<file path="src/common/board_pkg.sv">
// ########################################
// shared types and constants of the board
// support frame. modules refer to them by
// scoped name, e.g. board_pkg::key_vec_t
// ########################################
`default_nettype none

package board_pkg;

    // one joystick vector, one bit per button
    localparam int JOY_W   = 10;
    // word address msb index of the rom space
    localparam int ROM_WAW = 21;

    // decoded keyboard keys, packed in one 32-bit word
    // joy1 sits in the lsbs, bit 31 is a zero pad
    typedef struct packed {
        logic             spare;
        logic [3:0]       gfx;
        logic             service;
        logic             pause;
        logic             reset;
        logic [1:0]       coin;
        logic [1:0]       start;
        logic [JOY_W-1:0] joy2;
        logic [JOY_W-1:0] joy1;
    } key_vec_t;

    // conditioned inputs as the game sees them
    typedef struct packed {
        logic [JOY_W-1:0] joy1;
        logic [JOY_W-1:0] joy2;
        logic [1:0]       coin;
        logic [1:0]       start;
        logic             service;
        logic [3:0]       gfx_en;
    } game_in_t;

    // osd settings unpacked from the status word
    typedef struct packed {
        logic       flip;
        logic       test;
        logic       pause_en;
        logic [1:0] fxlevel;
        logic [1:0] scanlines;
        logic [1:0] rotate;
        logic       vertical_n;
        logic       en_mixing;
        logic       enable_fm;
        logic       enable_psg;
    } dip_cfg_t;

    // game read request, byte address
    typedef struct packed {
        logic [ROM_WAW:0] addr;
    } rom_rd_req_t;

    // one download write
    // mask bit 0 -> low lane, bit 1 -> high lane
    typedef struct packed {
        logic [ROM_WAW:0] addr;
        logic [7:0]       data;
        logic [1:0]       mask;
        logic             we;
    } prog_wr_t;

    // read return, rdy pulses once per granted read
    typedef struct packed {
        logic [15:0] data;
        logic        rdy;
    } rom_rsp_t;

endpackage

`default_nettype wire

</file>
<file path="src/inputs/input_cond.sv">
// ########################################
// player input conditioning. syncs board
// joysticks, merges keyboard keys, applies
// polarity, toggles pause and gfx layers
// and makes the soft reset pulse
// ########################################
`timescale 1ns/1ps
`default_nettype none

module input_cond #(
    parameter int THREE_BUTTONS = 0,
    parameter bit ACTIVE_LOW    = 1'b1
) (
    input  wire                            clk_sys,
    input  wire                            core_rst,
    input  wire board_pkg::key_vec_t       keys,
    input  wire [board_pkg::JOY_W-1:0]     board_joy1,
    input  wire [board_pkg::JOY_W-1:0]     board_joy2,
    output board_pkg::game_in_t            game_in,
    output logic                           game_pause,
    output logic                           soft_rst
);

    // button positions shift up by one on three-button games
    localparam int COIN_BIT  = 6 + THREE_BUTTONS;
    localparam int START_BIT = 7 + THREE_BUTTONS;
    localparam int PAUSE_BIT = 8 + THREE_BUTTONS;

    logic [board_pkg::JOY_W-1:0] joy1_sync;
    logic [board_pkg::JOY_W-1:0] joy2_sync;
    board_pkg::key_vec_t         keys_sync;
    logic                        joy_pause;
    logic                        last_key_pause;
    logic                        last_joy_pause;
    logic                        last_key_reset;
    logic [3:0]                  last_gfx;
    logic [board_pkg::JOY_W-1:0] joy1_q;
    logic [board_pkg::JOY_W-1:0] joy2_q;
    logic [1:0]                  coin_q;
    logic [1:0]                  start_q;
    logic                        service_q;
    logic [3:0]                  gfx_en_q;
    logic                        pause_rise;
    logic [3:0]                  gfx_rise;

    // single sync stage, keys too so both paths line up
    always_ff @(posedge clk_sys) begin
        joy1_sync <= board_joy1;
        joy2_sync <= board_joy2;
        keys_sync <= keys;
    end

    // pause from either stick
    assign joy_pause = joy1_sync[PAUSE_BIT] | joy2_sync[PAUSE_BIT];

    // edge history keeps running in reset
    // so a key held through reset does not toggle
    always_ff @(posedge clk_sys) begin
        last_key_pause <= keys_sync.pause;
        last_joy_pause <= joy_pause;
        last_key_reset <= keys_sync.reset;
        last_gfx       <= keys_sync.gfx;
    end

    assign pause_rise = (keys_sync.pause & ~last_key_pause) | (joy_pause & ~last_joy_pause);
    assign gfx_rise   = keys_sync.gfx & ~last_gfx;

    // merged buttons, inverted for active low games
    always_ff @(posedge clk_sys) begin
        joy1_q  <= {board_pkg::JOY_W{ACTIVE_LOW}} ^ (joy1_sync | keys_sync.joy1);
        joy2_q  <= {board_pkg::JOY_W{ACTIVE_LOW}} ^ (joy2_sync | keys_sync.joy2);
        coin_q  <= {2{ACTIVE_LOW}} ^
                   ({joy2_sync[COIN_BIT], joy1_sync[COIN_BIT]} | keys_sync.coin);
        start_q <= {2{ACTIVE_LOW}} ^
                   ({joy2_sync[START_BIT], joy1_sync[START_BIT]} | keys_sync.start);
    end

    // state bits, cleared while the core is in reset
    always_ff @(posedge clk_sys) begin
        if (core_rst) begin
            game_pause <= 1'b0;
            soft_rst   <= 1'b0;
            service_q  <= ACTIVE_LOW;
            gfx_en_q   <= 4'hf;
        end else begin
            if (pause_rise) begin
                game_pause <= ~game_pause;
            end
            soft_rst  <= keys_sync.reset & ~last_key_reset;
            service_q <= keys_sync.service ^ ACTIVE_LOW;
            // each layer flips on its own key
            gfx_en_q  <= gfx_en_q ^ gfx_rise;
        end
    end

    assign game_in = '{
        joy1:    joy1_q,
        joy2:    joy2_q,
        coin:    coin_q,
        start:   start_q,
        service: service_q,
        gfx_en:  gfx_en_q
    };

    // soft reset is a single pulse, the stretch is done in reset_seq
    a_soft_rst_pulse: assert property (@(posedge clk_sys) soft_rst |=> !soft_rst);

endmodule

`default_nettype wire

</file>
<file path="config.mk">
export PLATFORM = sky130hd
export DESIGN_NAME = input_cond
export DESIGN_NICKNAME = d
export VERILOG_FILES = /design/src/common/board_pkg.sv /design/src/inputs/input_cond.sv
export SDC_FILE = /design/constraint.sdc
export NUM_CORES = 1
export LEC_CHECK = 0
export BUFFER_PORTS_ARGS = -buffer_cell sky130_fd_sc_hd__buf_2
export CAP_MARGIN = 15
export CORE_MARGIN = 8
export CORE_UTILIZATION = 48
export DETAILED_ROUTE_END_ITERATION = 8
export PLACE_DENSITY = 0.8
export SLEW_MARGIN = 20
export SYNTH_ARGS = -nofsm -noshare
export SYNTH_HDL_FRONTEND = slang
export SYNTH_SLANG_ARGS = --single-unit
export TNS_END_PERCENT = 30
</file>
<file path="constraint.sdc">
create_clock -name clk_sys -period 2 [get_ports clk_sys]
set_input_delay 0.6 -clock clk_sys [delete_from_list [all_inputs] [get_ports clk_sys]]
set_output_delay 0.6 -clock clk_sys [all_outputs]
set_load 0.05 [all_outputs]
</file>
==> flow_summary.toml <==
[clocking]
cts_setup_buffers = 0
clock_latency_ns = 0.34
path_clk_slew_ns = 0.08
cts_tree = "built"
ctsHoldBuffers = 0
post_cts_resized = 0
clockBufferDepth = 2
h-tree-depth = 3
cts_buffers = 9
cts.sink_count = 89
root_buffer = "clkbuf_8"

[yosys]
synth_area_per_cell_um2 = 15.07
ys_top_cells_by_area = "dfxtp_1, nor2_1, nand2b_1"
synth_seq_cells = 89
synth_cells = 134
synth_cell_types = 12
synth_top_area_cell = "dfxtp_1"
ys.warnings.count = 0
seq_area_frac_synth_pct = 88.23
synth_area_um2 = 2019
synth_top_area_share_pct = 88.23
syn_nets = 188

[routing]
drt-met1-wl_mm = 1.253
dr_wl_met3_um = 323
wirelength_mm = 3.509
drt_iter0_markers = 32
viasPerCell = 4.085
wl_met2_mm = 1.879
routed.top_layer = "met4"
wl_per_cell_um = 12.44
vias = 1152
ant_nets = 0
dr.pass1.iters = 4
post-route-drc-count = 0

[sta]
timing.final.crit_share_pct = 79.03
final.setup.tns_ns = 0
finalHoldViolCount = 0
relSlewSlack_pct = 80.88
tightest_slew_ns = 0.2888
rsz0062_at_grt = "no"
timing.fmax_mhz = 632.7
finalClockSkew_ns = 0.006754
worst_hold_slack_ns = 0.3478
setup_viol = 0
fin_crit_ns = 1.581
drv_slew = 0

[critical_path]
cpMaxStageDelayCell = "dfxtp_1"
critPathLaunchType = "register"
max_stage_delay_ns = 0.36
cp-end-kind = "output pin"
required_ns = 1.40
critPathKind = "register to output pin"
critPathMaxFanout = 2
cp.arrival_ns = 0.98
crit_chain = "buf_2"
crit_family = "flip-flops"
path_buf_inv = 1

[finish]
layout.nets = 281
layout_common_cells = "dfxtp_1, buf_2, nor2_1"
final_common_cell = "dfxtp_1"
fin_cells = 282
antennaDiodeCount = 0
final_util_pct = 66.68
syn_to_final_growth_pct = 33.02
fillers = 305
layout-drive-gt1-share_pct = 42.67

[power_and_ir_drop]
ir_worst_vdd_v = 0.0006725
clockPowerShare_pct = 35.0
sequentialPowerShare_pct = 57.4
p_int_uw = 2531
power.leakage_uw = 0.001278
finalPower_uw = 3308
swShare_pct = 23.47
cellPowerDensity_nw_per_um2 = 1231
p_sw_uw = 776.4
combinationalPowerShare_pct = 7.6

[global_routing]
grt_max_degree = 16
grt_usage_pct = 11.49
antenna_found_initial = 0
grt_overflow = 0
grt_pass1_wl_mm = 5.292
grt_pass1_vias = 1182

[die]
dieArea_um2 = 6538
start_util_pct = 50.12
rows = 23
coreArea_um2 = 4029
ioPinCount = 85
die_x_um = 80.86
die_h_um = 80.86

[status]
outcome = "complete, no violations"

[placed_design]
numPortBuffers = 83
place_congestion = 0.6879
hpwl_mm = 2.705
dp_cells = 266

[hold_path]
hp-class = "register to register"

[job]
max-cap-violations = 0
metrics by stage:
step / setup WS, ns / cell area, um2
after CTS: 0.3917 / 2686
after detailed placement: 0.7902 / 2490
final: 0.4195 / 2686
after floorplan: 0.7810 / 2019
after global placement: 0.8039 / 2490
after global routing: 0.3742 / 2686
synth_stat cells (all sizes together):
| master | number |
|---|---|
| a21o | 1 |
| a21oi | 1 |
| buf | 1 |
| dfxtp | 89 |
| nand2b | 6 |
| nand3 | 1 |
| nor2 | 24 |
| nor2b | 4 |
| nor3b | 1 |
| o21bai | 1 |
| or2 | 1 |
| xnor2 | 4 |
per-layer routing:
layer | up-vias | global-route usage (%)
met5 | - | 0
met3 | 5 | 7.726
met4 | 0 | 5.893
met1 | 501 | 9.440
met2 | 50 | 20.37
li1 | 596 | -
worst register-to-register path, stage by stage, from the launching register on:
cell,delay (ns)
dfxtp_1,0.32
o21bai_1,0.18
nand3_1,0.12
a21oi_2,0.14
final timing paths:
| path | from | to | slack [ns] | cells past startpoint |
|---|---|---|---|---|
| worst max register to register | joy2_sync[8] | game_pause | 1.18 | 3 |
| worst min register to register | keys_sync[24] | last_key_reset | 0.35 | 0 |
| worst max-delay path | gfx_en_q[1] | game_in[1] | 0.42 | 1 |
| worst min-delay path | keys_sync[24] | last_key_reset | 0.35 | 0 |
flip-flops by register name, summed over array words and instances (netlist names), 2 cells and up:
register   flops
coin_q         2
joy2_sync     10
gfx_en_q       4
joy2_q        10
keys_sync     31
joy1_q        10
last_gfx       4
joy1_sync     10
start_q        2
cell families (layout without fill, tap and decap cells):
logic type      count (synthesis)  after routing  synth area share, %
flops                          89             89                88.23
xor+xnor                        4              4                1.735
compound gates                  3              3                1.178
simple gates                   37             37                8.489
buf+inv                         1             99               0.3719
area by class of cell:
type                    count  area, um2  share of cell area [%]
flip-flops and latches     89       1782                   66.33
repair buffers             83      415.4                   15.46
multi-input cells          44      230.2                   8.570
clock buffers              10      127.6                   4.751
clock inverters             6      68.82                   2.562
well taps                  50      62.56                   2.329
power groups by stage:
stage / Combinational, uW / Sequential (uW) / Clock, uW
2_1_floorplan: 37.9 / 2060 / 0
3_3_place_gp: 250 / 1940 / 0
3_5_place_dp: 255 / 1940 / 0
4_1_cts: 256 / 1900 / 1210
5_1_grt: 267 / 1910 / 1280
6_report: 252 / 1900 / 1160
Power figures use the tool's default switching activity.
