**src/common/board_pkg.sv**
```systemverilog
// ########################################
// shared types and constants of the board
// support frame. modules refer to them by
// scoped name, e.g. board_pkg::key_vec_t
// ########################################
`default_nettype none

package board_pkg;

    // one joystick vector, one bit per button
    localparam int JOY_W   = 10;
    // word address msb index of the rom space
    localparam int ROM_WAW = 21;

    // decoded keyboard keys, packed in one 32-bit word
    // joy1 sits in the lsbs, bit 31 is a zero pad
    typedef struct packed {
        logic             spare;
        logic [3:0]       gfx;
        logic             service;
        logic             pause;
        logic             reset;
        logic [1:0]       coin;
        logic [1:0]       start;
        logic [JOY_W-1:0] joy2;
        logic [JOY_W-1:0] joy1;
    } key_vec_t;

    // conditioned inputs as the game sees them
    typedef struct packed {
        logic [JOY_W-1:0] joy1;
        logic [JOY_W-1:0] joy2;
        logic [1:0]       coin;
        logic [1:0]       start;
        logic             service;
        logic [3:0]       gfx_en;
    } game_in_t;

    // osd settings unpacked from the status word
    typedef struct packed {
        logic       flip;
        logic       test;
        logic       pause_en;
        logic [1:0] fxlevel;
        logic [1:0] scanlines;
        logic [1:0] rotate;
        logic       vertical_n;
        logic       en_mixing;
        logic       enable_fm;
        logic       enable_psg;
    } dip_cfg_t;

    // game read request, byte address
    typedef struct packed {
        logic [ROM_WAW:0] addr;
    } rom_rd_req_t;

    // one download write
    // mask bit 0 -> low lane, bit 1 -> high lane
    typedef struct packed {
        logic [ROM_WAW:0] addr;
        logic [7:0]       data;
        logic [1:0]       mask;
        logic             we;
    } prog_wr_t;

    // read return, rdy pulses once per granted read
    typedef struct packed {
        logic [15:0] data;
        logic        rdy;
    } rom_rsp_t;

endpackage

`default_nettype wire

```
**src/rom/rom_arbiter.sv**
```systemverilog
// ########################################
// shared rom port arbiter. downloader wins,
// then cpu, then gfx. read data comes back
// two cycles after the ack, in grant order
// ########################################
`timescale 1ns/1ps
`default_nettype none

module rom_arbiter (
    input  wire                            clk_sys,
    input  wire                            core_rst,
    input  wire                            downloading,
    input  wire board_pkg::prog_wr_t       prog,
    input  wire                            cpu_req,
    input  wire board_pkg::rom_rd_req_t    cpu_rd,
    input  wire                            gfx_req,
    input  wire board_pkg::rom_rd_req_t    gfx_rd,
    input  wire [15:0]                     mem_rdata,
    output logic                           cpu_ack,
    output logic                           gfx_ack,
    output board_pkg::rom_rsp_t            cpu_rsp,
    output board_pkg::rom_rsp_t            gfx_rsp,
    output logic [1:0]                     mem_we,
    output logic [board_pkg::ROM_WAW-1:0]  mem_addr,
    output logic [15:0]                    mem_wdata
);

    logic        rd_block;
    logic        tag_cpu;
    logic        tag_gfx;
    logic        cpu_rdy;
    logic        gfx_rdy;
    logic [15:0] rsp_data;

    // no reads while loading or while the core sits in reset
    assign rd_block = core_rst | downloading | prog.we;

    // fixed priority, cpu over gfx
    assign cpu_ack = cpu_req & ~rd_block;
    assign gfx_ack = gfx_req & ~cpu_req & ~rd_block;

    // same byte on both lanes, mask picks the lane
    assign mem_wdata = {2{prog.data}};

    // one access per cycle on the store port
    always_comb begin
        mem_we   = 2'b00;
        mem_addr = gfx_rd.addr[board_pkg::ROM_WAW:1];
        if (prog.we) begin
            mem_we   = prog.mask;
            mem_addr = prog.addr[board_pkg::ROM_WAW:1];
        end else if (cpu_req) begin
            mem_addr = cpu_rd.addr[board_pkg::ROM_WAW:1];
        end
    end

    // tag pipeline follows the store read latency
    // stage 1 is the store register, stage 2 the response
    always_ff @(posedge clk_sys) begin
        if (core_rst) begin
            tag_cpu <= 1'b0;
            tag_gfx <= 1'b0;
            cpu_rdy <= 1'b0;
            gfx_rdy <= 1'b0;
        end else begin
            tag_cpu <= cpu_ack;
            tag_gfx <= gfx_ack;
            cpu_rdy <= tag_cpu;
            gfx_rdy <= tag_gfx;
        end
    end

    // data reg is shared, only rdy tells the owner
    always_ff @(posedge clk_sys) begin
        rsp_data <= mem_rdata;
    end

    assign cpu_rsp = '{data: rsp_data, rdy: cpu_rdy};
    assign gfx_rsp = '{data: rsp_data, rdy: gfx_rdy};

    a_one_ack: assert property (@(posedge clk_sys) !(cpu_ack && gfx_ack));

    a_no_ack_dl: assert property (
        @(posedge clk_sys) downloading |-> !(cpu_ack || gfx_ack)
    );

endmodule

`default_nettype wire

```
**config.mk**
```make
export PLATFORM = sky130hd
export DESIGN_NAME = rom_arbiter
export DESIGN_NICKNAME = d
export VERILOG_FILES = /design/src/common/board_pkg.sv /design/src/rom/rom_arbiter.sv
export SDC_FILE = /design/constraint.sdc
export NUM_CORES = 1
export LEC_CHECK = 0
export BUFFER_PORTS_ARGS = -buffer_cell sky130_fd_sc_hd__buf_2
export CAP_MARGIN = 20
export CORE_AREA = 2 2 66 68
export DETAILED_ROUTE_END_ITERATION = 8
export DIE_AREA = 0 0 68 70
export PLACE_DENSITY = 0.86
export SYNTH_ARGS = -nofsm -noshare
export SYNTH_HDL_FRONTEND = slang
export SYNTH_SLANG_ARGS = --single-unit
```
**constraint.sdc**
```tcl
create_clock -name clk_sys -period 1.29 [get_ports clk_sys]
set_clock_uncertainty 0.1 [all_clocks]
set_input_delay 0.129 -clock clk_sys [delete_from_list [all_inputs] [get_ports clk_sys]]
set_output_delay 0.129 -clock clk_sys [all_outputs]
set_load 0.05 [all_outputs]
```
==> results.py <==
metrics = {
    "route": {
        "drt_iter0_drc": 8,
        "drcViolationCount": 0,
        "vias_per_cell": 4.30,
        "first_pass_iters": 4,
        "detail_routed_net_length_per_standard_cell_um": 11.3,
        "total_routed_wirelength_um": 3570,
        "route.vias.total": 1354,
        "postRouteAntennaNets": 0,
    },
    "synth": {
        "synth_enable_flop_cells": 0,
        "avg_cell_area_syn_sq_um": 8.82,
        "synth_top_area_cell": "sky130_fd_sc_hd__dfxtp_1",
        "yosys-top-cells-area": "sky130_fd_sc_hd__dfxtp_1, sky130_fd_sc_hd__buf_4, sky130_fd_sc_hd__mux2i_1",
        "ys_seq_area_share_pct": 33.9,
        "synth_cell_types": 16,
        "synth.ff_latch_count": 20,
        "post-synth-top-area-fraction_pct": 33.9,
        "most_frequently_used_flop_master_after_synthesis": "sky130_fd_sc_hd__dfxtp_1",
        "synthesis.nets": 232,
        "yosys_warnings": 0,
        "async_reset_ff_share_pct": 0,
        "post_synth_inst_count": 134,
        "netlist_area_before_placement_sq_um": 1180,
    },
    "clock_tree": {
        "ctsHtreeMaxLevel": 1,
        "tritoncts": "done",
        "clkLatencyLatePin_ns": 0.25,
        "cts_sinks": 20,
        "cts_made_buffers": 3,
        "ctsLongestPathBuffers": 2,
        "clock_tree.root_cell": "sky130_fd_sc_hd__clkbuf_8",
        "clkTransAtPathRegs_ns": 0.07,
        "postCtsSetupRepairBufs": 0,
    },
    "cells_and_area": {
        "most-common-layout-cells": "sky130_fd_sc_hd__buf_2, sky130_fd_sc_hd__nand2_1, sky130_fd_sc_hd__o21ai_2",
        "final_common_cell": "sky130_fd_sc_hd__buf_2",
        "postLayoutCellArea_sq_um": 2070,
        "diodes": 0,
        "nets": 362,
        "finish.cell_count_without_fillers": 315,
        "area_delta_synth_final_pct": 75.3,
        "drive_gt1_share_pct": 68.1,
    },
    "global_routing": {
        "first_global_vias": 1293,
        "antenna_violations_before_repair": 0,
        "maximum_number_of_pins_on_one_net_before_global_route_repair": 28,
        "track_usage_pct": 13.1,
        "wire_length_of_the_first_global_routing_pass_um": 5000,
        "global_route.overflow_total": 0,
    },
    "sta": {
        "worst_slew_margin_rel_pct": 82.6,
        "worstMarginPinSlew_ns": 0.262,
        "post-route-period-util_pct": 95.3,
        "setup_viol": 0,
        "worst_hold_slack_ns": 0.0544,
        "report.final.slew_viol_count": 0,
        "finalWorstPathRequiredPeriod_ns": 1.23,
        "rsz0062_at_grt": "no",
        "setup_tns_ns": 0,
        "max_freq_mhz": 814,
        "number_of_failing_hold_endpoints_at_the_final_stage": 0,
    },
    "die": {
        "core_sq_um": 4140,
        "initial_utilization_pct": 28.5,
        "die_x_um": 68,
        "die_area_sq_um": 4760,
        "ioPinCount": 173,
        "die_h_um": 70,
        "std_cell_rows": 24,
    },
    "worst_setup_path": {
        "critical_path_capture_point_type": "primary output",
        "kind_of_critical_path": "input port to primary output",
        "critPathRequiredTime_ns": 1.06,
        "critPathArrivalTime_ns": 1.00,
        "timing.critical_path.fanout_max": 20,
        "setup.worst_path.start_class": "input port",
    },
    "placement": {
        "place.detailed.hpwl_um": 2910,
        "routabilityCongestion": 0.808,
        "place_area_sq_um": 1840,
        "numPlacedInstances": 295,
        "numPortBuffers": 145,
    },
    "job": {
        "max_cap_viol_count": 0,
    },
    "min_path": {
        "worst_hold_path_type": "input port to flip-flop",
    },
    "power_and_ir_drop": {
        "power_leakage_nw": 1.14,
        "power_per_cell_area_nw_per_um2": 1050,
        "peakVddDrop_mv": 0.355,
    },
    "run_status": {
        "run_status": "completed",
    },
}
==> report_power, final <==
part | leakage, nW | internal, mW | switching [mW]
registers | 0.167 | 0.646 | 0.0120
logic | 0.941 | 0.297 | 0.608
clock network | 0.0357 | 0.413 | 0.191
==> critical path: stages <==
cell and delay [ns]:
sky130_fd_sc_hd__buf_2 0.13, sky130_fd_sc_hd__buf_12 0.19, sky130_fd_sc_hd__mux2i_1 0.26, sky130_fd_sc_hd__o21ai_2 0.07
sky130_fd_sc_hd__buf_2 0.21
==> cells in the mapped netlist, types with 2 or more instances <==
library cell / instances
sky130_fd_sc_hd__buf_4: 35
sky130_fd_sc_hd__mux2i_1: 21
sky130_fd_sc_hd__nand2_1: 21
sky130_fd_sc_hd__dfxtp_1: 20
sky130_fd_sc_hd__o21ai_1: 18
sky130_fd_sc_hd__o21ai_0: 3
sky130_fd_sc_hd__and2_1: 2
sky130_fd_sc_hd__buf_2: 2
sky130_fd_sc_hd__clkbuf_1: 2
sky130_fd_sc_hd__nor2b_1: 2
sky130_fd_sc_hd__nor4_1: 2
sky130_fd_sc_hd__nor4b_1: 2
==> logic make-up after synthesis <==
kind of cell | share of synthesized area [%]
buf+inv | 27.6
simple gates | 11.9
compound gates | 8.89
mux | 17.8
flops | 33.9
==> state kept, by name, summed over array words and instances, names as in the netlist <==
name / flops
cpu_rdy: 1
tag_cpu: 1
rsp_data: 16
tag_gfx: 1
gfx_rdy: 1
==> area by class of cell <==
class / count / area, sq um
tap: 52 / 65.1
clock inverter: 1 / 30.0
clock buffer: 3 / 41.3
sequential: 20 / 400
fill: 367 / 2070
timing repair buffer: 167 / 968
multi-input combinational: 72 / 568
==> worst paths after layout <==
check | start | endpoint | slack, ns | cells after the start
worst max-delay path | cpu_req | mem_addr[2] | 0.06 | 5
worst max register to register | tag_cpu$_SDFF_PP0_ | cpu_rdy$_SDFF_PP0_ | 0.65 | 1
worst min register to register | tag_gfx$_SDFF_PP0_ | gfx_rdy$_SDFF_PP0_ | 0.36 | 1
worst min-delay path | downloading | tag_gfx$_SDFF_PP0_ | 0.05 | 2
==> repair_timing <==
action,in CTS,in global routing
hold endpoints to repair,16,0
resized for setup,0,1
endpoints found under the setup margin,0,1
hold buffers,16,0
==> layer usage <==
metal  track usage, %  part of all wire, %  vias up
met5                0                    0        -
met4             2.22                    0        0
met3             1.61                   13        0
met2             28.7                   54      100
met1             11.7                   33      576
li1                 -                    -      678
==> through the flow <==
step | utilization (%) | total power [mW] | setup WS (ns)
finish | 50.0 | 2.17 | 0.0611
global placement | 44.4 | 1.53 | 0.0905
floorplan | - | 1.44 | 0.0549
detailed placement | 44.4 | 1.54 | 0.0400
global route | 50.0 | 2.26 | 0.00723
CTS | 49.9 | 2.19 | 0.0420
(Power assumes the default switching activity.)
