## src/design/reset_seq.sv

```systemverilog
// ########################################
// core reset stretcher. any trigger reloads
// the counter, core_rst stays high until it
// has counted down RST_CYCLES cycles
// ########################################
`timescale 1ns/1ps
`default_nettype none

module reset_seq #(
    parameter int RST_CYCLES = 16
) (
    input  wire  clk_sys,
    input  wire  game_rst,
    input  wire  rst_req,
    input  wire  downloading,
    input  wire  flip,
    input  wire  soft_rst,
    output logic core_rst
);

    localparam int CW = $clog2(RST_CYCLES + 1);

    logic [CW-1:0] cnt;
    logic          last_flip;
    logic          trig;

    // a flip change means the game must restart
    // with the new screen orientation
    assign trig = game_rst | rst_req | downloading | soft_rst | (flip != last_flip);

    always_ff @(posedge clk_sys) begin
        last_flip <= flip;
        // reload on trigger, board reset included
        if (trig) begin
            cnt <= CW'(RST_CYCLES);
        end else if (cnt != '0) begin
            cnt <= cnt - 1'b1;
        end
    end

    // high for exactly RST_CYCLES after the last trigger
    assign core_rst = (cnt != '0);

    // every trigger is seen one cycle later with a full count
    a_trig_reload: assert property (
        @(posedge clk_sys) trig |=> (core_rst && cnt == CW'(RST_CYCLES))
    );

endmodule

`default_nettype wire

```

## config.mk

```make
export PLATFORM = sky130hd
export DESIGN_NAME = reset_seq
export DESIGN_NICKNAME = d
export VERILOG_FILES = /design/src/design/reset_seq.sv
export SDC_FILE = /design/constraint.sdc
export NUM_CORES = 1
export LEC_CHECK = 0
export BUFFER_PORTS_ARGS = -buffer_cell sky130_fd_sc_hd__buf_2
export CORE_AREA = 2 2 39 41
export DETAILED_ROUTE_END_ITERATION = 8
export DIE_AREA = 0 0 41 43
export PLACE_DENSITY = 0.45
export SLEW_MARGIN = 20
export SYNTH_ARGS = -nofsm -noshare
export SYNTH_HDL_FRONTEND = slang
export SYNTH_SLANG_ARGS = --single-unit
```

## constraint.sdc

```tcl
create_clock -name clk_sys -period 1.6 [get_ports clk_sys]
set_clock_uncertainty 0.05 [all_clocks]
set_input_delay 0.24 -clock clk_sys [delete_from_list [all_inputs] [get_ports clk_sys]]
set_output_delay 0.24 -clock clk_sys [all_outputs]
set_load 0.02 [all_outputs]
```

==> out/results.txt, run 1 <==
status: complete, no violations
die width: 41 µm
CORE AREA: 0.00138 mm²
critical path's largest stage delay: 0.32 ns
first-pass GRT wire length: 1000 µm
total grt overflow: 0
vias in the first global route: 227
ys flop type: dfxtp_1
Reg clk slew, reported paths: 0.05 ns
pin count of the biggest net entering global routing: 6
gr usage total: 8.95%
Starting Density: 20.4%
Max Slew Vio Count: 0
CTS tree: built
Final Wtd Congestion: 0.715
final std cells w/o fill: 56
Via density: 4.14
total number of vias: 232
Fin. Hold Viols: 0
synth warn: 0
full die area: 0.00176 mm²
fillers: 148
ys async rst share: 0%
Post-synth EDFFs: 0
critical path class: register to primary output
Detail Route Antenna Nets: 0
Slew @ Worst Pin: 0.249 ns
leakage: 0.168 nW
Buf+Inv Stages, Crit Path: 3
CP required: 1.31 ns
clock sinks: 6
post-synth top area cell: dfxtp_1
Syn Inst Count: 28
Max FO, Critical Path: 3
row cnt: 14
most instantiated library cell after synthesis: dfxtp_1
Most Frequent Cell on Critical Path: inv_2
number of CTS-inserted buffers: 3
drt total wl: 525 µm
Slew headroom: 83.3%
maximum VDD drop: 0.396 mV
Cell Chain, Critical Path: inv_2 -> ha_4 -> nor4b_4 -> inv_2 -> buf_6
Die H: 43 µm
CTS Root Cell: clkbuf_4
synthesized cell area: 283 µm²
distinct cell type count after synthesis: 13
CP top delay family: flip-flops
Critical Path Slowest Stage Cell: dfxtp_1
Syn Area/Cell: 10.1 µm²
initial antenna violation count: 0
# nets final: 50
Startpoint Class: register
Synth top area share: 42.5%
Seq/Total Area, Yosys: 42.5%
Wirelength per Cell: 9.38 µm
Placed Instances: 51
Post-DP HPWL: 377 µm
fmax: 660 MHz
CTS H-tree lvls: 1
area delta synth->final: 40.7%
RSZ-0062 raised after global routing: no
layout cells sized above 1: 47.5%
Max Cap Viol: 0
# IOs: 7
First DRT Iteration DRCs: 5
setup_tns: 0 ns
P per Cell Area: 826 mW/mm²
total power: 329 µW
Final Cycle Share: 94.7%
Post-synth top cells: dfxtp_1 (6), nor3_1 (5), nor2_1 (3), xnor2_1 (3)
Remaining DRCs: 0
Synth Register Bits: 6
Syn Nets: 36
cts hold-fix bufs: 0
Pre-Repair DR Iteration Count: 2
PortBufs: 6
Setup Viol. Count Final: 0
Worst Hold Class: primary input to register
Clock Tree Buf Depth: 2
critical path capture point type: primary output
fin crit period: 1.51 ns
Synth area leaders: dfxtp_1 (42%), xnor2_1 (9.3%), ha_1 (8.8%)
arrival time worst endpoint: 1.22 ns
n_diodes: 0
worst-skew pair later-pin latency: 0.24 ns
## cell families (layout without fill, tap and decap cells)
logic type               after synthesis  count (layout)  share of synthesized area, %
buffers and inverters                  3              15                          3.98
adder cells (fa/ha/maj)                2               2                          8.85
XOR/XNOR                               3               3                          9.29
AND/OR/NAND/NOR                       12              12                          27.9
flip-flops                             6               6                          42.5
AO/OA/AOI/OAI                          2               2                          7.52
## worst paths after layout
check | startpoint | to | slack, ns | cells after the start
setup / recovery | cnt[1]$_SDFFE_PP0P_ | core_rst | 0.09 | 5
hold / removal | flip | last_flip$_DFF_P_ | 0.07 | 1
setup reg to reg | cnt[1]$_SDFFE_PP0P_ | cnt[1]$_SDFFE_PP0P_ | 0.16 | 8
hold reg to reg | cnt[0]$_SDFFE_PP0P_ | cnt[0]$_SDFFE_PP0P_ | 0.46 | 2
## power by group
part / total [mW] / switching [mW] / internal (mW)
clock: 0.141 / 0.0557 / 0.0849
sequential: 0.158 / 0.00354 / 0.154
combinational: 0.0305 / 0.0122 / 0.0183
## worst register-to-register path: stages, from the launching register on
cell      delay (ns)
dfxtp_1         0.32
inv_2           0.08
ha_4            0.14
nor4b_4         0.23
inv_2           0.08
buf_4           0.13
buf_4           0.13
nor2_1          0.12
a211oi_2        0.05
## stage by stage
| stage | util [%] | area [µm²] | setup slack (ns) | hold WS (ns) |
|---|---|---|---|---|
| floorplan | - | 283 | 0.244 | 0.218 |
| global placement | 24.6 | 340 | 0.187 | 0.320 |
| detailed placement | 24.6 | 340 | 0.189 | 0.322 |
| CTS | 27.1 | 375 | 0.00827 | 0.0657 |
| global route | 28.8 | 398 | 0.00844 | 0.0685 |
| finish | 28.8 | 398 | 0.0854 | 0.0719 |
## layer usage
metal	up-vias	wire, µm	track usage (%)
li1	120	-	-
met1	106	238	11.7
met2	4	253	10.9
met3	2	21	3.14
met4	0	12	8.00
met5	-	0	0
## layout by cell type (no fill, tap or decap)
cell,n
nand2_1,1
buf_4,3
a211o_1,1
a211oi_2,1
nor4b_4,1
dfxtp_1,5
inv_2,3
or3b_1,1
xnor2_1,3
dfxtp_2,1
clkbuf_4,3
ha_4,1
nor4_1,1
nor2_1,3
buf_2,5
ha_1,1
buf_6,1
nor3_1,5
## layout make-up
type / instances / area, µm² / area share (%)
sequential: 6 / 121 / 30.5
multi-input combinational: 19 / 164 / 41.2
clock buffer: 3 / 22.5 / 5.66
timing repair buffer: 9 / 58.8 / 14.8
inverter: 3 / 11.3 / 2.83
tap: 16 / 20.0 / 5.03
## flip-flops by register name, indices dropped and copies added, names as in the netlist
signal and flops:
last_flip 1, cnt 5
## repair_timing
action	in CTS	in global routing
pin swaps	0	1
setup buffers	1	1
setup endpoints to repair	1	1
gates resized for setup	3	4
No activity file was read; power rests on OpenSTA's default activity.
==> run 2: changes to the inputs <==
--- a/config.mk
+++ b/config.mk
@@ -7,9 +7,10 @@
 export LEC_CHECK = 0
 export BUFFER_PORTS_ARGS = -buffer_cell sky130_fd_sc_hd__buf_2
 export CORE_AREA = 2 2 39 41
+export CTS_CLUSTER_DIAMETER = 30
 export DETAILED_ROUTE_END_ITERATION = 8
 export DIE_AREA = 0 0 41 43
-export PLACE_DENSITY = 0.45
+export PLACE_DENSITY = 0.36
 export SLEW_MARGIN = 20
 export SYNTH_ARGS = -nofsm -noshare
 export SYNTH_HDL_FRONTEND = slang
==> out/results.txt, run 2 (synthesis results as in run 1) <==
CORE AREA: 0.00138 mm²
most frequent cells in the layout: nor3_1 (5), buf_2 (5), buf_4 (5)
row cnt: 14
number of CTS-inserted buffers: 3
P per Cell Area: 824 mW/mm²
First DRT Iteration DRCs: 0
Largest regs: cnt x5, last_flip x1
Final Cycle Share: 95.2%
Post-DP HPWL: 430 µm
maximum VDD drop: 0.243 mV
Die H: 43 µm
full die area: 0.00176 mm²
Remaining DRCs: 0
setup_tns: 0 ns
sw frac: 22.4%
n_diodes: 0
NetSw: 74.5 µW
Slew headroom: 84.0%
Gate power share: 9.3%
CTS Root Cell: clkbuf_4
# IOs: 7
Clock Tree Buf Depth: 2
first-pass GRT wire length: 1060 µm
worst-skew pair later-pin latency: 0.25 ns
fmax: 656 MHz
pin count of the biggest net entering global routing: 6
WHS: 0.0702 ns
Worst Hold Class: primary input to register
Slew @ Worst Pin: 0.239 ns
CTS tree: built
Clock Power Share: 43.2%
cts hold-fix bufs: 0
area delta synth->final: 42.5%
Fin. Hold Viols: 0
Max FO, Critical Path: 3
Pre-Repair DR Iteration Count: 1
Detail Route Antenna Nets: 0
critical path class: register to primary output
Max Slew Vio Count: 0
Final Wtd Congestion: 0.715
PortBufs: 6
gr usage total: 9.26%
Starting Density: 20.4%
max reg flops: 5
Top reg by flops: cnt
Via density: 4.07
Startpoint Class: register
fin crit period: 1.52 ns
CTS H-tree lvls: 1
RSZ-0062 raised after global routing: no
Max Cap Viol: 0
sequential power share: 47.5%
leakage: 0.171 nW
total number of vias: 232
Reg clk slew, reported paths: 0.05 ns
initial antenna violation count: 0
P_int: 258 µW
arrival time worst endpoint: 1.23 ns
status: complete, no violations
critical path capture point type: primary output
Setup Viol. Count Final: 0
clock sinks: 6
total grt overflow: 0
vias in the first global route: 246
Wirelength per Cell: 10.8 µm
die width: 41 µm
layout cells sized above 1: 51.2%
# nets final: 51
CP required: 1.31 ns
drt total wl: 614 µm
## run 2: cell types whose count changed in the layout (fill, tap and decap cells not counted)
cell     before  now
buf_4         3    5
buf_6         1    0
dfxtp_1       5    4
dfxtp_2       1    2
## run 2: worst max-delay path, stage by stage (launching register included)
cell and delay (ns):
dfxtp_2 0.33, inv_2 0.08, ha_4 0.13, nor4b_4 0.22
inv_2 0.07, buf_4 0.16
## run 2: layout make-up
cell class	instances	area [µm²]
clock buffer	3	22.5
fill	152	981
multi-input combinational	19	164
sequential	6	123
timing repair buffer	10	62.6
inverter	3	11.3
tap	16	20.0
## run 2: layer usage
layer  wire length, µm  GRT usage [%]  vias to the layer above
met4                 0           8.00                        0
li1                  -              -                      122
met5                 0              0                        -
met3                18           3.66                        0
met2               332           13.8                        4
met1               263           9.39                      106
## run 2: worst paths after layout
| kind | startpoint | to | slack (ns) | cells past startpoint |
|---|---|---|---|---|
| max reg2reg | cnt[1]$_SDFFE_PP0P_ | cnt[4]$_SDFFE_PP1P_ | 0.10 | 5 |
| min | flip | last_flip$_DFF_P_ | 0.07 | 1 |
| max | cnt[1]$_SDFFE_PP0P_ | core_rst | 0.08 | 5 |
| min reg2reg | cnt[1]$_SDFFE_PP0P_ | cnt[1]$_SDFFE_PP0P_ | 0.49 | 2 |
## run 2: stage by stage
step	setup WS, ns	cells	power (mW)	area (µm²)	utilization, %
floorplan	0.244	28	0.177	283	-
global placement	0.196	51	0.187	340	24.6
detailed placement	0.176	51	0.187	340	24.6
CTS	0.0304	55	0.331	375	27.1
global route	0.000508	57	0.353	403	29.1
finish	0.0763	57	0.332	403	29.1
## run 2: power by group through the flow
stage               combinational [mW]  sequential, mW  clock (mW)
finish                          0.0308           0.158       0.143
global route                    0.0343           0.158       0.160
CTS                             0.0281           0.158       0.146
detailed placement              0.0268           0.160           0
global placement                0.0264           0.160           0
floorplan                       0.0172           0.160           0
## run 2: timing repair
| item | CTS | global route |
|---|---|---|
| endpoints found under the setup margin | 1 | 1 |
| hold endpoints to repair | 0 | 0 |
| gates resized for setup | 3 | 4 |
| setup buffers | 1 | 2 |
| pin swaps | 0 | 1 |
