File: config.mk
export PLATFORM = sky130hd
export DESIGN_NAME = dip_decode
export DESIGN_NICKNAME = d
export VERILOG_FILES = /design/src/common/board_pkg.sv /design/src/design/dip_decode.sv
export SDC_FILE = /design/constraint.sdc
export NUM_CORES = 1
export LEC_CHECK = 0
export BUFFER_PORTS_ARGS = -buffer_cell sky130_fd_sc_hd__buf_2
export CORE_AREA = 3 3 40 42
export CTS_CLUSTER_DIAMETER = 100
export DETAILED_ROUTE_END_ITERATION = 16
export DIE_AREA = 0 0 43 45
export HOLD_SLACK_MARGIN = 0.05
export PLACE_DENSITY_LB_ADDON = 0.08
export REMOVE_ABC_BUFFERS = 1
export SYNTH_ARGS = -nofsm -noshare
export SYNTH_HDL_FRONTEND = slang
export SYNTH_SLANG_ARGS = --single-unit
File: constraint.sdc
create_clock -name clk_sys -period 0.8 [get_ports clk_sys]
set_input_delay 0.2 -clock clk_sys [delete_from_list [all_inputs] [get_ports clk_sys]]
set_output_delay 0.2 -clock clk_sys [all_outputs]
set_load 0.05 [all_outputs]
File: src/common/board_pkg.sv
// ########################################
// shared types and constants of the board
// support frame. modules refer to them by
// scoped name, e.g. board_pkg::key_vec_t
// ########################################
`default_nettype none

package board_pkg;

    // one joystick vector, one bit per button
    localparam int JOY_W   = 10;
    // word address msb index of the rom space
    localparam int ROM_WAW = 21;

    // decoded keyboard keys, packed in one 32-bit word
    // joy1 sits in the lsbs, bit 31 is a zero pad
    typedef struct packed {
        logic             spare;
        logic [3:0]       gfx;
        logic             service;
        logic             pause;
        logic             reset;
        logic [1:0]       coin;
        logic [1:0]       start;
        logic [JOY_W-1:0] joy2;
        logic [JOY_W-1:0] joy1;
    } key_vec_t;

    // conditioned inputs as the game sees them
    typedef struct packed {
        logic [JOY_W-1:0] joy1;
        logic [JOY_W-1:0] joy2;
        logic [1:0]       coin;
        logic [1:0]       start;
        logic             service;
        logic [3:0]       gfx_en;
    } game_in_t;

    // osd settings unpacked from the status word
    typedef struct packed {
        logic       flip;
        logic       test;
        logic       pause_en;
        logic [1:0] fxlevel;
        logic [1:0] scanlines;
        logic [1:0] rotate;
        logic       vertical_n;
        logic       en_mixing;
        logic       enable_fm;
        logic       enable_psg;
    } dip_cfg_t;

    // game read request, byte address
    typedef struct packed {
        logic [ROM_WAW:0] addr;
    } rom_rd_req_t;

    // one download write
    // mask bit 0 -> low lane, bit 1 -> high lane
    typedef struct packed {
        logic [ROM_WAW:0] addr;
        logic [7:0]       data;
        logic [1:0]       mask;
        logic             we;
    } prog_wr_t;

    // read return, rdy pulses once per granted read
    typedef struct packed {
        logic [15:0] data;
        logic        rdy;
    } rom_rsp_t;

endpackage

`default_nettype wire

File: src/design/dip_decode.sv
// ########################################
// osd status word decode. one register
// stage between status and the settings
// ########################################
`timescale 1ns/1ps
`default_nettype none

module dip_decode (
    input  wire                  clk_sys,
    input  wire [31:0]           status,
    output board_pkg::dip_cfg_t  dip
);

    // bit 0 is the osd reset, handled elsewhere
    always_ff @(posedge clk_sys) begin
        dip.flip       <= status[1];
        dip.test       <= status[2];
        dip.pause_en   <= status[3];
        dip.fxlevel    <= status[5:4];
        dip.scanlines  <= status[7:6];
        dip.rotate     <= status[9:8];
        dip.vertical_n <= status[10];
        dip.en_mixing  <= status[11];
        // sound enables are stored as disables
        dip.enable_fm  <= ~status[12];
        dip.enable_psg <= ~status[13];
    end

endmodule

`default_nettype wire

==> results of run 1 <==
-- cell usage in the layout, fill, tap and decap left out --
cell	n
clkbuf_4	3
buf_6	5
clkbuf_1	1
buf_2	13
dlygate4sd3_1	11
inv_1	2
dfxtp_2	13
buf_8	8
-- final timing paths --
check | from | endpoint | slack [ps] | depth (start not counted)
worst max-delay path | dip[1] | dip[1] | -140 | 1
worst min-delay path | status[13] | dip[0] | 70 | 2
-- area by class of cell --
class,count,area [sq um]
fillers,118,604
repair buffers,37,352
flip-flops and latches,13,277
clock buffers,4,26.3
well taps,15,18.8
inverters,2,7.51
-- synthesized netlist by cell type --
| library cell | instances | area share, % |
|---|---|---|
| dfxtp_1 | 13 | 97 |
| inv_1 | 2 | 2.8 |
-- where the power goes --
part	total (mW)	switching, mW	internal, mW
Clock	0.377	0.185	0.192
Sequential	0.708	0.0189	0.689
Combinational	0.288	0.150	0.138
Total	1.37	0.354	1.02
-- stage by stage --
step / hold WS, ps / instances / utilization [%] / area [sq um]
2_1_floorplan: 228 / 15 / - / 268
3_3_place_gp: 302 / 56 / 32.4 / 417
3_5_place_dp: 304 / 56 / 32.4 / 417
4_1_cts: 57.5 / 71 / 51.5 / 662
5_1_grt: 65.3 / 71 / 53.0 / 681
6_report: 71.7 / 71 / 53.0 / 681
-- logic make-up (layout without fill, tap and decap cells) --
kind of cell	count (synthesis)	in the layout	share of synthesized area, %
buffers and inverters	2	43	2.80
flip-flops	13	13	97.2
-- metal layers --
metal	wire length, um	GRT usage (%)	vias up	share of wire, %
li1	-	-	125	-
met1	214	7.80	107	31
met2	385	14.7	16	56
met3	93	4.78	0	13
met4	0	7.23	0	0
met5	0	0	-	0
-- what timing repair did --
| action | in CTS | in global routing |
|---|---|---|
| endpoints found under the setup margin | 13 | 13 |
| gates resized for setup | 42 | 5 |
| hold buffers | 11 | 0 |
| endpoints found under the hold margin | 11 | 0 |
==> impl_metrics.csv, run 1 <==
group,metric,value,unit
run_status,outcome,"finished with violations",
run_status,failed_checks,"setup timing",
layout,largest_reg_flops,13,
sta,period_needed,940,ps
sta,setup_tns,-1730,ps
worst_setup_path,critPathTopFamily,"flip-flops",
place,port_buffers,26,
clock_tree,cts_buffer_depth,2,
detailed_routing,via_count,248,
power_and_ir_drop,powerDensity,2020,mW/mm^2
worst_setup_path,end_kind,"output pin",
clock_tree,h-tree-depth,1,
clock_tree,cts_made_buffers,3,
worst_setup_path,critPathMaxFanout,1,
grt,antenna_found_initial,0,
grt,grt_pass1_vias,281,
power_and_ir_drop,total_power,1.37,mW
place,dp_slack,62.6,ps
worst_setup_path,crit_path_start_kind,"register",
sta,rsz0062_at_grt,"yes",
layout,regMostFlops,"dip",
clock_tree,cts.sinks,13,
run,max_cap_viol_count,0,
clock_tree,cts_tree,"done",
detailed_routing,drt-total-wl,693,um
sta,finalSetupViolations,13,
layout,layout.nets,90,
synthesis,netlist-cell-type-count,2,
floorplanning,die_x,43,um
sta,min_period_over_period,118,%
grt,grt_max_degree,8,
layout,n_antenna_cell,0,
synthesis,synth-seq-area-share,97.2,%
sta,setup_slack,-140,ps
layout,multi_input_gates,0,
sta,slew_headroom,92.8,%
detailed_routing,ant_nets,0,
floorplanning,die_area,0.00194,sq mm
worst_setup_path,crit_buf_inv,1,
floorplanning,core,0.00128,sq mm
worst_setup_path,worstPathRequired,600,ps
layout,syn_to_final_growth,154,%
floorplanning,ios,46,
detailed_routing,drtPass1Iterations,2,
synthesis,synth_cells,15,
sta,timing.fmax,1060,MHz
detailed_routing,drt_iter0_markers,1,
worst_setup_path,cp_data_arrival_time,740,ps
grt,grt_first_pass_wirelength,1.17,mm
worst_setup_path,path_cells,"buf_8",
worst_hold_path,min_path_type,"in -> reg",
detailed_routing,via_per_inst,3.49,
synthesis,yosysWarnings,0,
place,gp_congestion,0.588,
floorplanning,initial_utilization,20.8,%
synthesis,syn_area,268,sq um
worst_setup_path,critPathKind,"reg -> out",
synthesis,synth.avg_cell_area,17.9,sq um
clock_tree,root_buffer,"clkbuf_4",
layout,drive_gt1_share,75.0,%
grt,grt_use_total,8.78,%
worst_setup_path,cpPeakStageDelay,340,ps
clock_tree,post_cts_buffers,0,
layout,reg_top3,"dip: 13 flops",
power_and_ir_drop,vdd_drop_max,1240,uV
layout,multi_input_area,0,sq um
worst_setup_path,cp_slowest_cell,"dfxtp_2",
floorplanning,die_h,45,um
floorplanning,rows,13,
sta,tightest_slew,109,ps
sta,final-hold-violation-count,0,
grt,grt_remaining_overflow,0,
sta,slew_violations,0,
detailed_routing,drc,0,
clock_tree,clk_transition_reported_paths,70,ps
detailed_routing,wl_per_cell,9.76,um
synthesis,ys_seq_elements,13,
power_and_ir_drop,p_leak,0.322,nW
(Power assumes the default switching activity.)
==> run 2: changes to the inputs <==
--- a/config.mk
+++ b/config.mk
@@ -5,11 +5,11 @@
 export SDC_FILE = /design/constraint.sdc
 export NUM_CORES = 1
 export LEC_CHECK = 0
-export BUFFER_PORTS_ARGS = -buffer_cell sky130_fd_sc_hd__buf_2
 export CORE_AREA = 3 3 40 42
 export CTS_CLUSTER_DIAMETER = 100
 export DETAILED_ROUTE_END_ITERATION = 16
 export DIE_AREA = 0 0 43 45
+export DONT_BUFFER_PORTS = 1
 export HOLD_SLACK_MARGIN = 0.05
 export PLACE_DENSITY_LB_ADDON = 0.08
 export REMOVE_ABC_BUFFERS = 1
==> run 2 against run 1 <==
Effect of this change:
- the run still ends with setup timing left
- hold slack better by 400 ps
- highest routed layer is now met4
- power grew 2.8%
- final cell count down 15%
- critical path depth unchanged
- sequential cell count stayed put
- die area is the same
- global-route usage fell by 1.4 points
- via count shrank 16%
- clock power increased by 1%
- sequential power increased by 1%
==> impl_metrics.csv, run 2 (same netlist as run 1, synthesis figures left out) <==
group,metric,value,unit
run_status,outcome,"finished with violations",
run_status,failed_checks,"setup timing",
grt,grt_remaining_overflow,0,
detailed_routing,wl_per_cell,10.3,um
layout,drive_gt1_share,66.7,%
layout,final_cell_mix,"13 x dfxtp_2, 13 x dlygate4sd3_1, 13 x buf_12",
place,gp_congestion,0.578,
detailed_routing,drtPass1Iterations,2,
detailed_routing,drc,0,
worst_setup_path,worstPathRequired,600,ps
detailed_routing,ant_nets,0,
sta,tightest_slew,79.2,ps
layout,regMostFlops,"dip",
place,dp_cells,43,
sta,setup_slack,-150,ps
clock_tree,cts_buffer_depth,2,
sta,rsz0062_at_grt,"yes",
grt,grt_pass1_vias,221,
layout,syn_to_final_growth,169,%
detailed_routing,drt_iter0_markers,1,
worst_setup_path,cp_data_arrival_time,750,ps
detailed_routing,via_count,208,
clock_tree,cts.sinks,13,
layout,seq_area,277,sq um
layout,n_antenna_cell,0,
clock_tree,h-tree-depth,1,
clock_tree,cts_tree,"done",
detailed_routing,drt-total-wl,615,um
floorplanning,die_x,43,um
floorplanning,core,0.00128,sq mm
clock_tree,post_cts_buffers,0,
worst_setup_path,crit_path_start_kind,"register",
grt,grt_use_total,7.36,%
layout,fill_cells,113,
sta,timing.fmax,1050,MHz
clock_tree,clk_transition_reported_paths,80,ps
grt,antenna_found_initial,0,
layout,multi_input_gates,0,
worst_setup_path,critPathMaxFanout,1,
layout,layout.nets,79,
floorplanning,die_h,45,um
floorplanning,rows,13,
power_and_ir_drop,vdd_drop_max,1300,uV
sta,slew_violations,0,
worst_hold_path,min_path_type,"in -> reg",
grt,grt_first_pass_wirelength,924,um
run,max_cap_viol_count,0,
floorplanning,ios,46,
sta,finalSetupViolations,13,
worst_setup_path,path_cells,"buf_12",
layout,largest_reg_flops,13,
place,port_buffers,0,
floorplanning,die_area,0.00194,sq mm
sta,final-hold-violation-count,0,
power_and_ir_drop,total_power,1.41,mW
worst_setup_path,crit_buf_inv,1,
layout,stdcell_count,60,
layout,multi_input_area,0,sq um
worst_setup_path,end_kind,"output pin",
clock_tree,root_buffer,"clkbuf_4",
worst_setup_path,cpPeakStageDelay,350,ps
worst_setup_path,critPathKind,"reg -> out",
layout,reg_top3,"dip: 13 flops",
power_and_ir_drop,p_leak,0.315,nW
detailed_routing,via_per_inst,3.47,
sta,slew_headroom,94.7,%
power_and_ir_drop,powerDensity,1960,mW/mm^2
clock_tree,cts_made_buffers,3,
sta,period_needed,950,ps
sta,min_period_over_period,119,%
floorplanning,initial_utilization,20.8,%
worst_setup_path,cp_slowest_cell,"dfxtp_2",
worst_setup_path,critPathTopFamily,"flip-flops",
sta,fin_hold_ws,475,ps
grt,grt_max_degree,9,
[run 2: power by group]
part           total, mW  switching [mW]  internal [mW]
Sequential         0.717          0.0275          0.689
Combinational      0.315           0.144          0.171
Clock              0.381           0.196          0.185
[run 2: path summary, 6_finish.rpt]
| check | end | start | slack (ps) | depth (start not counted) |
|---|---|---|---|---|
| hold / removal | dip[8] | status[4] | 470 | 1 |
| setup / recovery | dip[8] | dip[8] | -150 | 1 |
[run 2: metal layers]
metal  wire (um)  GRT usage [%]  up-vias
met5           0              0        -
li1            -              -      103
met4           6           9.04        0
met3          83           3.59        2
met1         192           7.07       87
met2         332           10.5       16
[run 2: metrics by stage]
stage          setup TNS (ps)  instance area, sq um  worst slack, ps  utilization (%)
2_1_floorplan               0                   268             12.7                -
4_1_cts                 -2040                   721             -165             56.1
3_3_place_gp                0                   547              117             42.6
3_5_place_dp                0                   547              110             42.6
5_1_grt                 -2350                   721             -196             56.1
6_report                -1840                   721             -150             56.1
[run 2: timing repair]
action,in CTS,in global routing
pin swaps,0,0
resized for setup,13,0
gates cloned,0,0
hold endpoints to repair,13,0
endpoints found under the setup margin,13,13
hold buffers,13,0
[run 2: cell type report]
type                    count  area share, %
clock buffers               3           3.13
repair buffers             26           54.2
clock inverters             1          0.694
inverters                   2           1.04
flip-flops and latches     13           38.4
well taps                  15           2.60
